[config.mk]
export PLATFORM = sky130hd
export DESIGN_NAME = sdhc_data_subsys
export DESIGN_NICKNAME = d
export VERILOG_FILES = /design/src/rtl/sdhc_pkg.sv /design/src/rtl/sdhc_data_subsys.sv /design/src/rtl/sdhc_xfer_ctrl.sv /design/src/rtl/sdhc_regs.sv /design/src/rtl/dat_buffer.sv /design/src/rtl/sram_shift_reg.sv
export SDC_FILE = /design/constraint.sdc
export NUM_CORES = 1
export LEC_CHECK = 0
export ABC_AREA = 1
export BUFFER_PORTS_ARGS = -buffer_cell sky130_fd_sc_hd__buf_2
export CAP_MARGIN = 20
export CORE_ASPECT_RATIO = 2
export CORE_UTILIZATION = 50
export DETAILED_ROUTE_END_ITERATION = 8
export HOLD_SLACK_MARGIN = 0.08
export PLACE_DENSITY_LB_ADDON = 0.05
export SKIP_LAST_GASP = 1
export SYNTH_ARGS = -nofsm -noshare
export SYNTH_HDL_FRONTEND = slang
export SYNTH_SLANG_ARGS = --single-unit
[constraint.sdc]
create_clock -name clk_i -period 7.05 [get_ports clk_i]
set_clock_uncertainty 0.15 [all_clocks]
set_input_delay 1.7625 -clock clk_i [delete_from_list [all_inputs] [get_ports clk_i]]
set_output_delay 1.7625 -clock clk_i [all_outputs]
set_load 0.01 [all_outputs]
[src/rtl/sdhc_pkg.sv]
`default_nettype none

package sdhc_pkg;

  localparam int BUF_WORDS      = 16; // Buffer depth, a power of two.
  localparam int MAX_BLOCK_BITS = 12;
  localparam int LEN_BITS       = $clog2(BUF_WORDS + 1);

  typedef logic [31:0] word_t;
  typedef logic [15:0] block_count_t;

  typedef enum logic [2:0] {
    REG_BLOCK_SIZE    = 3'd0,
    REG_BLOCK_COUNT   = 3'd1,
    REG_XFER_MODE     = 3'd2,
    REG_COMMAND       = 3'd3,
    REG_BUFFER_DATA   = 3'd4,
    REG_PRESENT_STATE = 3'd5,
    REG_INT_STATUS    = 3'd6
  } reg_addr_e;

  typedef enum logic [1:0] {
    XFER_IDLE   = 2'd0,
    XFER_ACTIVE = 2'd1,
    XFER_DRAIN  = 2'd2
  } xfer_state_e;

  // Transfer mode register.
  localparam int MODE_READ_BIT  = 4;
  localparam int MODE_MULTI_BIT = 5;

  // Present state register.
  localparam int PS_ACTIVE_BIT   = 1;
  localparam int PS_WRITE_EN_BIT = 10;
  localparam int PS_READ_EN_BIT  = 11;

  localparam int INT_XFER_DONE_BIT = 1; // Write one to clear.

endpackage

`default_nettype wire
[src/rtl/sdhc_data_subsys.sv]
`default_nettype none

module sdhc_data_subsys (
  input  wire logic                clk_i,
  input  wire logic                reset_i,
  input  wire sdhc_pkg::reg_addr_e reg_addr_i,
  input  wire sdhc_pkg::word_t     reg_wdata_i,
  input  wire logic                reg_we_i,
  input  wire logic                reg_re_i,
  output sdhc_pkg::word_t          reg_rdata_o,
  input  wire logic                card_rx_valid_i,
  input  wire sdhc_pkg::word_t     card_rx_data_i,
  output logic                     card_rx_ready_o,
  output logic                     card_tx_valid_o,
  output sdhc_pkg::word_t          card_tx_data_o,
  input  wire logic                card_tx_ready_i
);

  logic [sdhc_pkg::MAX_BLOCK_BITS-1:0] block_size;
  sdhc_pkg::block_count_t              block_count, block_count_next;
  sdhc_pkg::word_t                     buf_port_wdata, buf_port_rdata;
  logic multi_block, buf_port_we, buf_port_re, block_count_we;
  logic buffer_write_en, buffer_read_en, start, dir_read, active, xfer_done;
  logic read_operation, write_operation, last_block, empty;

  sdhc_regs u_regs (
    .clk_i              (clk_i),
    .reset_i            (reset_i),
    .reg_addr_i         (reg_addr_i),
    .reg_wdata_i        (reg_wdata_i),
    .reg_we_i           (reg_we_i),
    .reg_re_i           (reg_re_i),
    .reg_rdata_o        (reg_rdata_o),
    .block_size_o       (block_size),
    .block_count_o      (block_count),
    .multi_block_o      (multi_block),
    .buf_port_we_o      (buf_port_we),
    .buf_port_re_o      (buf_port_re),
    .buf_port_wdata_o   (buf_port_wdata),
    .buf_port_rdata_i   (buf_port_rdata),
    .block_count_we_i   (block_count_we),
    .block_count_next_i (block_count_next),
    .buffer_write_en_i  (buffer_write_en),
    .buffer_read_en_i   (buffer_read_en),
    .start_o            (start),
    .dir_read_o         (dir_read),
    .active_i           (active),
    .xfer_done_i        (xfer_done)
  );

  sdhc_xfer_ctrl u_ctrl (
    .clk_i             (clk_i),
    .reset_i           (reset_i),
    .start_i           (start),
    .dir_read_i        (dir_read),
    .last_block_i      (last_block),
    .empty_i           (empty),
    .read_operation_o  (read_operation),
    .write_operation_o (write_operation),
    .active_o          (active),
    .xfer_done_o       (xfer_done)
  );

  dat_buffer u_buffer (
    .clk_i              (clk_i),
    .reset_i            (reset_i),
    .read_operation_i   (read_operation),
    .write_operation_i  (write_operation),
    .card_rx_valid_i    (card_rx_valid_i),
    .card_rx_data_i     (card_rx_data_i),
    .card_rx_ready_o    (card_rx_ready_o),
    .card_tx_ready_i    (card_tx_ready_i),
    .card_tx_valid_o    (card_tx_valid_o),
    .card_tx_data_o     (card_tx_data_o),
    .block_size_i       (block_size),
    .block_count_i      (block_count),
    .multi_block_i      (multi_block),
    .buf_port_we_i      (buf_port_we),
    .buf_port_re_i      (buf_port_re),
    .buf_port_wdata_i   (buf_port_wdata),
    .buf_port_rdata_o   (buf_port_rdata),
    .buffer_write_en_o  (buffer_write_en),
    .buffer_read_en_o   (buffer_read_en),
    .block_count_we_o   (block_count_we),
    .block_count_next_o (block_count_next),
    .last_block_o       (last_block),
    .empty_o            (empty)
  );

endmodule

`default_nettype wire

[src/rtl/sdhc_xfer_ctrl.sv]
`default_nettype none

module sdhc_xfer_ctrl (
  input  wire logic clk_i,
  input  wire logic reset_i,
  input  wire logic start_i,
  input  wire logic dir_read_i,
  input  wire logic last_block_i,
  input  wire logic empty_i,
  output logic      read_operation_o,
  output logic      write_operation_o,
  output logic      active_o,
  output logic      xfer_done_o
);

  sdhc_pkg::xfer_state_e state_q, state_d;
  logic                  dir_read_q;

  always_comb begin
    state_d = state_q;
    case (state_q)
      sdhc_pkg::XFER_IDLE:   if (start_i) state_d = sdhc_pkg::XFER_ACTIVE;
      sdhc_pkg::XFER_ACTIVE: if (last_block_i) state_d = sdhc_pkg::XFER_DRAIN;
      sdhc_pkg::XFER_DRAIN:  if (empty_i) state_d = sdhc_pkg::XFER_IDLE;
      default:               state_d = sdhc_pkg::XFER_IDLE;
    endcase
  end

  always_ff @(posedge clk_i) begin
    if (reset_i) begin
      state_q    <= sdhc_pkg::XFER_IDLE;
      dir_read_q <= 1'b0;
    end else begin
      state_q <= state_d;
      if (state_q == sdhc_pkg::XFER_IDLE && start_i) dir_read_q <= dir_read_i;
    end
  end

  // Operation levels stay up while draining the last block.
  assign active_o          = (state_q != sdhc_pkg::XFER_IDLE);
  assign read_operation_o  = active_o && dir_read_q;
  assign write_operation_o = active_o && !dir_read_q;
  assign xfer_done_o       = (state_q == sdhc_pkg::XFER_DRAIN) && empty_i;

endmodule

`default_nettype wire

[src/rtl/sdhc_regs.sv]
`default_nettype none

module sdhc_regs (
  input  wire logic                                clk_i,
  input  wire logic                                reset_i,
  input  wire sdhc_pkg::reg_addr_e                 reg_addr_i,
  input  wire sdhc_pkg::word_t                     reg_wdata_i,
  input  wire logic                                reg_we_i,
  input  wire logic                                reg_re_i,
  output sdhc_pkg::word_t                          reg_rdata_o,
  output logic [sdhc_pkg::MAX_BLOCK_BITS-1:0]      block_size_o,
  output sdhc_pkg::block_count_t                   block_count_o,
  output logic                                     multi_block_o,
  output logic                                     buf_port_we_o,
  output logic                                     buf_port_re_o,
  output sdhc_pkg::word_t                          buf_port_wdata_o,
  input  wire sdhc_pkg::word_t                     buf_port_rdata_i,
  input  wire logic                                block_count_we_i,
  input  wire sdhc_pkg::block_count_t              block_count_next_i,
  input  wire logic                                buffer_write_en_i,
  input  wire logic                                buffer_read_en_i,
  output logic                                     start_o,
  output logic                                     dir_read_o,
  input  wire logic                                active_i,
  input  wire logic                                xfer_done_i
);

  logic [sdhc_pkg::MAX_BLOCK_BITS-1:0] block_size_q;
  sdhc_pkg::block_count_t              block_count_q;
  logic                                mode_multi_q, mode_read_q;
  logic                                int_done_q;
  logic                                wr_size, wr_count, wr_mode, wr_int;

  assign wr_size  = reg_we_i && (reg_addr_i == sdhc_pkg::REG_BLOCK_SIZE);
  assign wr_count = reg_we_i && (reg_addr_i == sdhc_pkg::REG_BLOCK_COUNT);
  assign wr_mode  = reg_we_i && (reg_addr_i == sdhc_pkg::REG_XFER_MODE);
  assign wr_int   = reg_we_i && (reg_addr_i == sdhc_pkg::REG_INT_STATUS);

  assign start_o    = reg_we_i && (reg_addr_i == sdhc_pkg::REG_COMMAND);
  assign dir_read_o = mode_read_q;

  assign buf_port_we_o    = reg_we_i && (reg_addr_i == sdhc_pkg::REG_BUFFER_DATA);
  assign buf_port_re_o    = reg_re_i && (reg_addr_i == sdhc_pkg::REG_BUFFER_DATA);
  assign buf_port_wdata_o = reg_wdata_i;

  assign block_size_o  = block_size_q;
  assign block_count_o = block_count_q;
  assign multi_block_o = mode_multi_q;

  always_ff @(posedge clk_i) begin
    if (reset_i) begin
      block_size_q  <= '0;
      block_count_q <= '0;
      mode_multi_q  <= 1'b0;
      mode_read_q   <= 1'b0;
      int_done_q    <= 1'b0;
    end else begin
      if (wr_size) block_size_q <= reg_wdata_i[sdhc_pkg::MAX_BLOCK_BITS-1:0];
      if (wr_count)              block_count_q <= sdhc_pkg::block_count_t'(reg_wdata_i);
      else if (block_count_we_i) block_count_q <= block_count_next_i;
      if (wr_mode) begin
        mode_multi_q <= reg_wdata_i[sdhc_pkg::MODE_MULTI_BIT];
        mode_read_q  <= reg_wdata_i[sdhc_pkg::MODE_READ_BIT];
      end
      // A new completion wins over a clear in the same cycle.
      if (xfer_done_i) int_done_q <= 1'b1;
      else if (wr_int && reg_wdata_i[sdhc_pkg::INT_XFER_DONE_BIT]) int_done_q <= 1'b0;
    end
  end

  always_comb begin
    reg_rdata_o = '0;
    case (reg_addr_i)
      sdhc_pkg::REG_BLOCK_SIZE:  reg_rdata_o = sdhc_pkg::word_t'(block_size_q);
      sdhc_pkg::REG_BLOCK_COUNT: reg_rdata_o = sdhc_pkg::word_t'(block_count_q);
      sdhc_pkg::REG_XFER_MODE: begin
        reg_rdata_o[sdhc_pkg::MODE_MULTI_BIT] = mode_multi_q;
        reg_rdata_o[sdhc_pkg::MODE_READ_BIT]  = mode_read_q;
      end
      sdhc_pkg::REG_BUFFER_DATA: reg_rdata_o = buf_port_rdata_i; // Word being popped.
      sdhc_pkg::REG_PRESENT_STATE: begin
        reg_rdata_o[sdhc_pkg::PS_WRITE_EN_BIT] = buffer_write_en_i;
        reg_rdata_o[sdhc_pkg::PS_READ_EN_BIT]  = buffer_read_en_i;
        reg_rdata_o[sdhc_pkg::PS_ACTIVE_BIT]   = active_i;
      end
      sdhc_pkg::REG_INT_STATUS: reg_rdata_o[sdhc_pkg::INT_XFER_DONE_BIT] = int_done_q;
      default: reg_rdata_o = '0; // Command reads back as zero.
    endcase
  end

endmodule

`default_nettype wire

[src/rtl/dat_buffer.sv]
`default_nettype none

module dat_buffer (
  input  wire logic                              clk_i,
  input  wire logic                              reset_i,
  input  wire logic                              read_operation_i,
  input  wire logic                              write_operation_i,
  input  wire logic                              card_rx_valid_i,
  input  wire sdhc_pkg::word_t                   card_rx_data_i,
  output logic                                   card_rx_ready_o,
  input  wire logic                              card_tx_ready_i,
  output logic                                   card_tx_valid_o,
  output sdhc_pkg::word_t                        card_tx_data_o,
  input  wire logic [sdhc_pkg::MAX_BLOCK_BITS-1:0] block_size_i,
  input  wire sdhc_pkg::block_count_t            block_count_i,
  input  wire logic                              multi_block_i,
  input  wire logic                              buf_port_we_i,
  input  wire logic                              buf_port_re_i,
  input  wire sdhc_pkg::word_t                   buf_port_wdata_i,
  output sdhc_pkg::word_t                        buf_port_rdata_o,
  output logic                                   buffer_write_en_o,
  output logic                                   buffer_read_en_o,
  output logic                                   block_count_we_o,
  output sdhc_pkg::block_count_t                 block_count_next_o,
  output logic                                   last_block_o,
  output logic                                   empty_o
);

  logic [sdhc_pkg::MAX_BLOCK_BITS:0]   size_round;
  logic [sdhc_pkg::MAX_BLOCK_BITS-2:0] block_words, len_words, free_words, card_remaining;
  logic [sdhc_pkg::MAX_BLOCK_BITS-2:0] word_cnt_q, card_cnt_q;
  logic [sdhc_pkg::LEN_BITS-1:0]       fifo_len;
  logic                                fifo_en, fifo_push, fifo_pop, fifo_full, fifo_empty;
  sdhc_pkg::word_t                     fifo_push_data, fifo_front;
  logic                                has_block, has_space;
  logic                                host_access, host_block_end, card_xfer, card_block_end;

  // Block size in bytes, rounded up to whole words.
  assign size_round  = {1'b0, block_size_i} + (sdhc_pkg::MAX_BLOCK_BITS + 1)'(3);
  assign block_words = size_round[sdhc_pkg::MAX_BLOCK_BITS:2];

  assign len_words  = (sdhc_pkg::MAX_BLOCK_BITS - 1)'(fifo_len);
  assign free_words = (sdhc_pkg::MAX_BLOCK_BITS - 1)'(sdhc_pkg::BUF_WORDS) - len_words;
  assign has_block  = len_words >= block_words;
  assign has_space  = free_words >= block_words;

  // The card side may finish a block it has started.
  assign card_remaining = block_words - card_cnt_q;

  assign fifo_en = read_operation_i || write_operation_i;
  assign empty_o = fifo_empty;

  assign card_rx_ready_o = read_operation_i && !fifo_full && (free_words >= card_remaining);
  assign card_tx_valid_o = write_operation_i && !fifo_empty && (len_words >= card_remaining);
  assign card_tx_data_o  = fifo_front;
  assign buf_port_rdata_o = fifo_front;

  assign fifo_push      = read_operation_i ? (card_rx_valid_i && card_rx_ready_o) : buf_port_we_i;
  assign fifo_push_data = read_operation_i ? card_rx_data_i : buf_port_wdata_i;
  assign fifo_pop       = read_operation_i ? buf_port_re_i : (card_tx_ready_i && card_tx_valid_o);

  assign host_access    = (read_operation_i && buf_port_re_i) ||
                          (write_operation_i && buf_port_we_i);
  assign host_block_end = host_access && (word_cnt_q == block_words - 1'b1);
  assign card_xfer      = (card_rx_valid_i && card_rx_ready_o) ||
                          (card_tx_ready_i && card_tx_valid_o);
  assign card_block_end = card_xfer && (card_cnt_q == block_words - 1'b1);

  assign block_count_next_o = block_count_i - 1'b1;
  assign block_count_we_o   = host_block_end && multi_block_i;
  assign last_block_o       = host_block_end && (!multi_block_i || block_count_i == 16'd1);

  always_comb begin
    buffer_read_en_o  = read_operation_i && has_block;
    buffer_write_en_o = write_operation_i && has_space;
    if (block_count_we_o && block_count_i != 16'd1) begin
      buffer_read_en_o  = 1'b0; // Block boundary with more to come.
      buffer_write_en_o = 1'b0;
    end
  end

  always_ff @(posedge clk_i) begin
    if (reset_i || !fifo_en) begin
      word_cnt_q <= '0;
      card_cnt_q <= '0;
    end else begin
      if (host_access) word_cnt_q <= host_block_end ? '0 : word_cnt_q + 1'b1;
      if (card_xfer)   card_cnt_q <= card_block_end ? '0 : card_cnt_q + 1'b1;
    end
  end

  sram_shift_reg u_fifo (
    .clk_i        (clk_i),
    .reset_i      (reset_i),
    .en_i         (fifo_en),
    .push_back_i  (fifo_push),
    .back_data_i  (fifo_push_data),
    .pop_front_i  (fifo_pop),
    .front_data_o (fifo_front),
    .full_o       (fifo_full),
    .empty_o      (fifo_empty),
    .length_o     (fifo_len)
  );

endmodule

`default_nettype wire

[src/rtl/sram_shift_reg.sv]
`default_nettype none

module sram_shift_reg (
  input  wire logic                            clk_i,
  input  wire logic                            reset_i,
  input  wire logic                            en_i,
  input  wire logic                            push_back_i,
  input  wire sdhc_pkg::word_t                 back_data_i,
  input  wire logic                            pop_front_i,
  output sdhc_pkg::word_t                      front_data_o,
  output logic                                 full_o,
  output logic                                 empty_o,
  output logic [sdhc_pkg::LEN_BITS-1:0]        length_o
);

  sdhc_pkg::word_t mem [sdhc_pkg::BUF_WORDS];

  // Pointers wrap naturally since the depth is a power of two.
  logic [$clog2(sdhc_pkg::BUF_WORDS)-1:0] wr_ptr_q, rd_ptr_q;
  logic [sdhc_pkg::LEN_BITS-1:0]          length_q;
  logic                                   do_push, do_pop;

  assign full_o   = (length_q == sdhc_pkg::LEN_BITS'(sdhc_pkg::BUF_WORDS));
  assign empty_o  = (length_q == '0);
  assign length_o = length_q;

  assign do_push = en_i && push_back_i && !full_o;
  assign do_pop  = en_i && pop_front_i && !empty_o;

  assign front_data_o = mem[rd_ptr_q];

  always_ff @(posedge clk_i) begin
    if (reset_i) begin
      wr_ptr_q <= '0;
      rd_ptr_q <= '0;
      length_q <= '0;
    end else begin
      if (do_push) wr_ptr_q <= wr_ptr_q + 1'b1;
      if (do_pop)  rd_ptr_q <= rd_ptr_q + 1'b1;
      if (do_push && !do_pop)      length_q <= length_q + 1'b1;
      else if (do_pop && !do_push) length_q <= length_q - 1'b1;
    end
  end

  always_ff @(posedge clk_i) begin
    if (do_push) mem[wr_ptr_q] <= back_data_i;
  end

endmodule

`default_nettype wire

==> results of run 1 <==
[flip-flops by register name, summed over array words and instances, names as in the netlist, named ones only]
signal	cells
u_regs.multi_block_o	1
u_buffer.card_cnt_q	11
u_ctrl.dir_read_q	1
u_buffer.u_fifo.mem	512
u_regs.block_size_o	12
u_regs.dir_read_o	1
u_buffer.u_fifo.length_o	5
u_ctrl.state_q	2
u_regs.int_done_q	1
u_regs.block_count_o	16
u_buffer.u_fifo.wr_ptr_q	4
u_buffer.word_cnt_q	11
u_buffer.u_fifo.rd_ptr_q	4
[routing by layer]
| metal | vias up | track usage |
|---|---|---|
| li1 | 9144 | - |
| met1 | 9564 | 0.324 |
| met2 | 677 | 0.545 |
| met3 | 202 | 0.0319 |
| met4 | 0 | 0.168 |
| met5 | - | 0 |
[tightest hold or removal path, cell delays in order (launching register included)]
cell	delay (ps)
dfxtp_1	320
nand2_1	70
a21oi_1	50
[how the worst max path moves through the flow]
stage | from | endpoint | cells after the start
finish | u_regs.block_size_o[11]$_SDFFE_PP0P_ | card_rx_ready_o | 15
global route | u_regs.block_size_o[2]$_SDFFE_PP0P_ | card_rx_ready_o | 22
CTS | u_regs.block_size_o[1]$_SDFFE_PP0P_ | card_tx_valid_o | 19
detailed placement | u_regs.block_size_o[1]$_SDFFE_PP0P_ | u_buffer.u_fifo.mem[10][23]$_DFFE_PP_ | 29
global placement | u_regs.block_size_o[0]$_SDFFE_PP0P_ | u_buffer.u_fifo.mem[12][23]$_DFFE_PP_ | 32
floorplan | u_regs.block_size_o[1]$_SDFFE_PP0P_ | u_buffer.u_fifo.mem[11][0]$_DFFE_PP_ | 28
[Yosys cell counts (7+ instances only)]
library cell,count,area [um^2]
edfxtp_1,512,15400
nand2_1,346,1300
inv_1,276,1040
o21ai_0,224,1120
a21oi_1,217,1090
nand3_1,134,671
o211ai_1,130,976
mux2i_1,128,1280
nor2_1,124,465
clkbuf_1,88,330
dfxtp_1,73,1460
ha_1,56,701
xor2_1,27,236
nand2_2,20,125
nand4_1,19,119
buf_1,16,60.1
nor3_1,16,80.1
buf_2,12,60.1
inv_2,12,45.0
nand2_4,11,124
xnor2_1,7,61.3
[stage by stage]
stage	total power [mW]	utilization	instance area, um^2	setup WS (ps)
floorplan	4.09	-	27300	1890
global placement	4.23	0.536	28800	1510
detailed placement	4.24	0.538	28900	1470
CTS	7.21	0.571	30700	822
global route	7.35	0.572	30700	527
finish	7.16	0.572	30700	844
[final cells by class]
type | instances | area share
flip-flops and latches | 585 | 0.548
multi-input cells | 1517 | 0.294
clock buffers | 61 | 0.0455
repair buffers | 184 | 0.0369
inverters | 290 | 0.0355
well taps | 671 | 0.0273
clock inverters | 37 | 0.0125
[report_power, final]
group / internal (mW) / leakage (nW) / switching, mW
Combinational: 0.115 / 5.21 / 0.275
Clock: 1.68 / 0.867 / 1.31
Sequential: 3.77 / 5.19 / 0.00733
[cell families after synthesis]
group / after synthesis
XOR/XNOR: 34
buffers and inverters: 408
flip-flops: 585
adder cells (fa/ha/maj): 58
AND/OR/NAND/NOR: 699
AO/OA/AOI/OAI: 598
multiplexers: 128
[cell usage in the layout (no fill, tap or decap), types with 3 or more instances in the layout]
master / Yosys / layout
a21boi_0: 3 / 3
a21o_1: 3 / 3
a21oi_1: 217 / 217
a22oi_1: 3 / 3
buf_12: 0 / 6
buf_2: 12 / 138
buf_4: 1 / 38
bufinv_16: 0 / 7
clkbuf_1: 88 / 6
clkbuf_16: 0 / 55
clkinv_1: 2 / 11
clkinv_2: 0 / 11
clkinv_4: 0 / 3
clkinvlp_4: 0 / 4
dfxtp_1: 73 / 69
dfxtp_4: 0 / 3
edfxtp_1: 512 / 512
ha_1: 56 / 56
inv_1: 276 / 274
inv_2: 12 / 14
mux2i_1: 128 / 128
nand2_1: 346 / 346
nand2_2: 20 / 20
nand2_4: 11 / 11
nand3_1: 134 / 134
nand3_2: 5 / 5
nand3_4: 3 / 3
nand4_1: 19 / 19
nor2_1: 124 / 108
nor2_2: 3 / 3
nor2_4: 4 / 20
nor3_1: 16 / 16
nor4_1: 4 / 4
o211ai_1: 130 / 130
o21ai_0: 224 / 223
o221ai_1: 5 / 5
xnor2_1: 7 / 7
xor2_1: 27 / 27
==> flow_metrics.env, run 1 <==
export IMPL_critPathCaptureType="primary output"
export IMPL_rsz0062_at_grt="false"
export IMPL_whs_ps=335
export IMPL_maxCapViolations=0
export IMPL_syn_num_nets=2641
export IMPL_place_congestion=0.983
export IMPL_crit_buf_inv=4
export IMPL_critical_path_max_fanout=6
export IMPL_crit_type="flip-flop to primary output"
export IMPL_n_fill_cell=4606
export IMPL_clockBufferDepth=3
export IMPL_grt_pass1_wl_um=120000
export IMPL_final_cells=3345
export IMPL_slowest_stage="nor3_1"
export IMPL_wirelength_um=81500
export IMPL_avgViaCountPerCell=5.86
export IMPL_wl_met3_um=3560
export IMPL_cts_sinks=585
export IMPL_syn_to_final_growth_pct=12.5
export IMPL_drc=0
export IMPL_antenna_cells=0
export IMPL_slew_limit_headroom=0.292
export IMPL_dp_cells=3246
export IMPL_cts_max_level=2
export IMPL_p_leak_nw=11.3
export IMPL_dieArea_um2=55600
export IMPL_arrival_ps=4290
export IMPL_seqCellArea_um2=16800
export IMPL_multi_input_area_um2=9020
export IMPL_track_usage=0.294
export IMPL_slowest_delay_ps=820
export IMPL_timing_setup_tns_ps=0
export IMPL_ctsHoldBuffers=0
export IMPL_reg2reg_to="u_buffer.u_fifo.mem[12][27]$_DFFE_PP_"
export IMPL_hold_viol=0
export IMPL_synth_cell_types=49
export IMPL_final_period_utilization=0.880
export IMPL_drt_iter0_markers=1604
export IMPL_cts_setup_buffers=0
export IMPL_fin_crit_ps=6210
export IMPL_grt_max_degree=118
export IMPL_synth_flop_cell="edfxtp_1"
export IMPL_grt_pass1_vias=19500
export IMPL_cp_top_family="simple AND/OR/NAND/NOR gates"
export IMPL_ys_seq_area_frac=0.617
export IMPL_synth_seq_cells=585
export IMPL_netlist_area_um2=27300
export IMPL_grt_antenna_before_repair=0
export IMPL_cts_reportedPaths_clkPinSlew_ps=70
export IMPL_fmax_mhz=161
export IMPL_irDropWorstVdd_mv=0.317
export IMPL_synthAdderAreaFrac=0.0271
export IMPL_cts_repair_resized=0
export IMPL_drive_gt1_frac=0.132
export IMPL_synthArstFlopShare=0
export IMPL_cp_cell_sequence="inv_1 > nor3_1 > nand2_2 > nand2_2 > inv_2 > ha_1 > a21oi_1 > a21boi_0 > nand3_1 > nand2_1 > nand3_1 > nand2_1 > inv_1 > a21oi_1 > buf_2"
export IMPL_rr_startpoint="u_regs.block_size_o[11]$_SDFFE_PP0P_"
export IMPL_final_net_count=2762
export IMPL_start_util=0.508
export IMPL_die_h_um=332
export IMPL_clkLatencyLatePin_ps=600
export IMPL_status="finished, final reports clean"
export IMPL_wl_met1_um=29600
export IMPL_min_from="u_regs.int_done_q$_SDFFE_PP0P_"
export IMPL_synth_compound_area_share=0.124
export IMPL_rows=120
export IMPL_vias=19600
export IMPL_reg2reg_depth=21
export IMPL_whs_endpoint="u_regs.int_done_q$_SDFFE_PP0P_"
export IMPL_muxShareOfSynthArea=0.0469
export IMPL_dp_hpwl_um=55700
export IMPL_powerDensity_nw_per_um2=233
export IMPL_whs_path_depth=2
export IMPL_io_buffers=138
export IMPL_setup_viol=0
export IMPL_top_layer="met4"
export IMPL_io_pins=139
export IMPL_die_x_um=167
export IMPL_yosysWarningCount=0
export IMPL_tightest_slew_ps=1060
export IMPL_synth_xor_area_frac=0.0109
export IMPL_avgSynthCellArea_um2=10.9
export IMPL_numCtsBuffers=53
export IMPL_synth_top_family_by_area="compound AO/OA/AOI/OAI gates"
export IMPL_drtAntennaViolNets=0
export IMPL_cts_root_buf="clkbuf_16"
export IMPL_gr_total_overflow=0
export IMPL_hp_class="flip-flop to flip-flop"
export IMPL_synthCells=2510
export IMPL_slew_violations=0
export IMPL_synth_edf_count=512
export IMPL_yosys_area_share_simple=0.117
export IMPL_core_um2=53800
export IMPL_dr_wl_met2_um=43400
export IMPL_tritoncts="built"
export IMPL_cp_start_kind="flip-flop"
export IMPL_wl_per_cell_um=24.4
export IMPL_r2r_slack_ps=1360
export IMPL_firstDrtPassIters=6
export IMPL_critPathRequiredTime_ps=5140
Note: power is estimated with default switching activity, not from simulation.
==> inputs of run 2 (changes only) <==
--- a/config.mk
+++ b/config.mk
@@ -13,6 +13,7 @@
 export DETAILED_ROUTE_END_ITERATION = 8
 export HOLD_SLACK_MARGIN = 0.08
 export PLACE_DENSITY_LB_ADDON = 0.05
+export SETUP_SLACK_MARGIN = 0.2
 export SKIP_LAST_GASP = 1
 export SYNTH_ARGS = -nofsm -noshare
 export SYNTH_HDL_FRONTEND = slang
==> constraint.sdc (replaced) <==
create_clock -name clk_i -period 7.8 [get_ports clk_i]
set_clock_uncertainty 0.15 [all_clocks]
set_input_delay 1.95 -clock clk_i [delete_from_list [all_inputs] [get_ports clk_i]]
set_output_delay 1.95 -clock clk_i [all_outputs]
set_load 0.01 [all_outputs]
==> flow_metrics.env, run 2 (synthesis gave the netlist of run 1 again) <==
export IMPL_whs_endpoint="u_regs.int_done_q$_SDFFE_PP0P_"
export IMPL_arrival_ps=4330
export IMPL_dp_slack_ps=2040
export IMPL_largest_reg_flops=512
export IMPL_met1_usage=0.324
export IMPL_layout_commonest_cell="edfxtp_1"
export IMPL_final_net_count=2757
export IMPL_timing_setup_tns_ps=0
export IMPL_hp_class="flip-flop to flip-flop"
export IMPL_cts_setup_buffers=0
export IMPL_cts_sinks=585
export IMPL_met2_usage=0.541
export IMPL_grt_max_degree=112
export IMPL_drt_iter0_markers=1408
export IMPL_die_h_um=332
export IMPL_final_cells=3339
export IMPL_numCtsBuffers=53
export IMPL_whs_ps=317
export IMPL_fin_crit_ps=6430
export IMPL_critical_path_max_fanout=9
export IMPL_dieArea_um2=55600
export IMPL_maxCapViolations=0
export IMPL_cts_root_buf="clkbuf_16"
export IMPL_grt_busiest_layer="met2"
export IMPL_clkLatencyLatePin_ps=610
export IMPL_place_congestion=0.970
export IMPL_vias=19300
export IMPL_track_usage=0.288
export IMPL_r2r_slack_ps=2060
export IMPL_reg2reg_to="u_buffer.u_fifo.mem[12][29]$_DFFE_PP_"
export IMPL_wirelength_um=80000
export IMPL_status="finished, final reports clean"
export IMPL_die_x_um=167
export IMPL_rows=120
export IMPL_drive_gt1_frac=0.127
export IMPL_grt_pass1_vias=18900
export IMPL_grt_pass1_wl_um=118000
export IMPL_rsz0062_at_grt="false"
export IMPL_p_total_mw=6.22
export IMPL_drtAntennaViolNets=0
export IMPL_worst_slack_ps=1370
export IMPL_gr_usage_met3=0.0275
export IMPL_drc=0
export IMPL_gr_total_overflow=0
export IMPL_final_core_util=0.566
export IMPL_dp_hpwl_um=52300
export IMPL_wl_per_cell_um=24.0
export IMPL_io_buffers=138
export IMPL_reg2reg_depth=29
export IMPL_core_um2=53800
export IMPL_rr_startpoint="u_regs.block_size_o[0]$_SDFFE_PP0P_"
export IMPL_critPathCaptureType="primary output"
export IMPL_crit_type="flip-flop to primary output"
export IMPL_tritoncts="built"
export IMPL_min_from="u_regs.int_done_q$_SDFFE_PP0P_"
export IMPL_p_leak_nw=11.1
export IMPL_tightest_slew_ps=1060
export IMPL_ctsHoldBuffers=0
export IMPL_hold_viol=0
export IMPL_seqCellArea_um2=16800
export IMPL_final_period_utilization=0.824
export IMPL_irDropWorstVdd_mv=0.196
export IMPL_start_util=0.508
export IMPL_final_area_um2=30400
export IMPL_cts_repair_resized=0
export IMPL_layout_common_cells="512 x edfxtp_1, 346 x nand2_1, 274 x inv_1"
export IMPL_io_pins=139
export IMPL_grt_antenna_before_repair=0
export IMPL_n_fill_cell=4600
export IMPL_dp_cells=3241
export IMPL_whs_path_depth=2
export IMPL_multi_input_area_um2=9020
export IMPL_placed_cell_area_um2=28800
export IMPL_cts_reportedPaths_clkPinSlew_ps=80
export IMPL_slew_limit_headroom=0.295
export IMPL_critPathRequiredTime_ps=5700
export IMPL_antenna_cells=0
export IMPL_syn_to_final_growth_pct=11.4
export IMPL_avgViaCountPerCell=5.78
export IMPL_largest_register="u_buffer.u_fifo.mem"
export IMPL_setup_viol=0
export IMPL_fmax_mhz=155
export IMPL_slew_violations=0
export IMPL_firstDrtPassIters=5
export IMPL_powerDensity_nw_per_um2=205
export IMPL_cts_max_level=2
export IMPL_clockBufferDepth=3
export IMPL_cp_start_kind="flip-flop"
run 2: per-layer routing:
metal | vias to the layer above | part of all wire
met5 | - | 0
met4 | 0 | 0.049
met3 | 175 | 0.040
met2 | 603 | 0.54
met1 | 9394 | 0.37
li1 | 9116 | -
run 2: worst max path at each step:
| stage | startpoint | endpoint | cells after the start |
|---|---|---|---|
| after CTS | u_regs.block_size_o[0]$_SDFFE_PP0P_ | card_rx_ready_o | 23 |
| after detailed placement | u_regs.block_size_o[0]$_SDFFE_PP0P_ | card_rx_ready_o | 23 |
| after floorplan | reg_addr_i[2] | reg_rdata_o[17] | 7 |
| final | u_regs.block_size_o[0]$_SDFFE_PP0P_ | card_rx_ready_o | 23 |
| after global routing | u_regs.block_size_o[0]$_SDFFE_PP0P_ | card_rx_ready_o | 23 |
| after global placement | u_regs.block_size_o[0]$_SDFFE_PP0P_ | card_rx_ready_o | 23 |
run 2: worst max-delay path, stage by stage, from the launching register on:
cell	delay, ps
dfxtp_1	330
inv_2	90
nand2_4	130
nand2_1	110
nand2_1	170
inv_2	220
ha_1	180
inv_1	70
fa_1	460
a21oi_1	180
o21ai_0	140
xnor2_1	360
ha_1	320
a21oi_1	140
nor2_1	50
nor2_1	80
nand2_1	60
nand2_1	50
nand2_1	50
o21ai_0	140
nand2_1	70
nand2_1	70
a21oi_1	90
buf_2	150
run 2: area by class of cell:
type | count | area share
clock buffers | 68 | 0.0455
flip-flops and latches | 585 | 0.554
clock inverters | 29 | 0.00675
repair buffers | 179 | 0.0336
well taps | 671 | 0.0276
inverters | 290 | 0.0360
multi-input cells | 1517 | 0.297
run 2: power breakdown:
part / leakage, nW / switching [mW] / internal [mW]
combinational: 5.17 / 0.242 / 0.103
clock: 0.768 / 1.17 / 1.30
sequential: 5.19 / 0.00658 / 3.41
total: 11.1 / 1.42 / 4.81
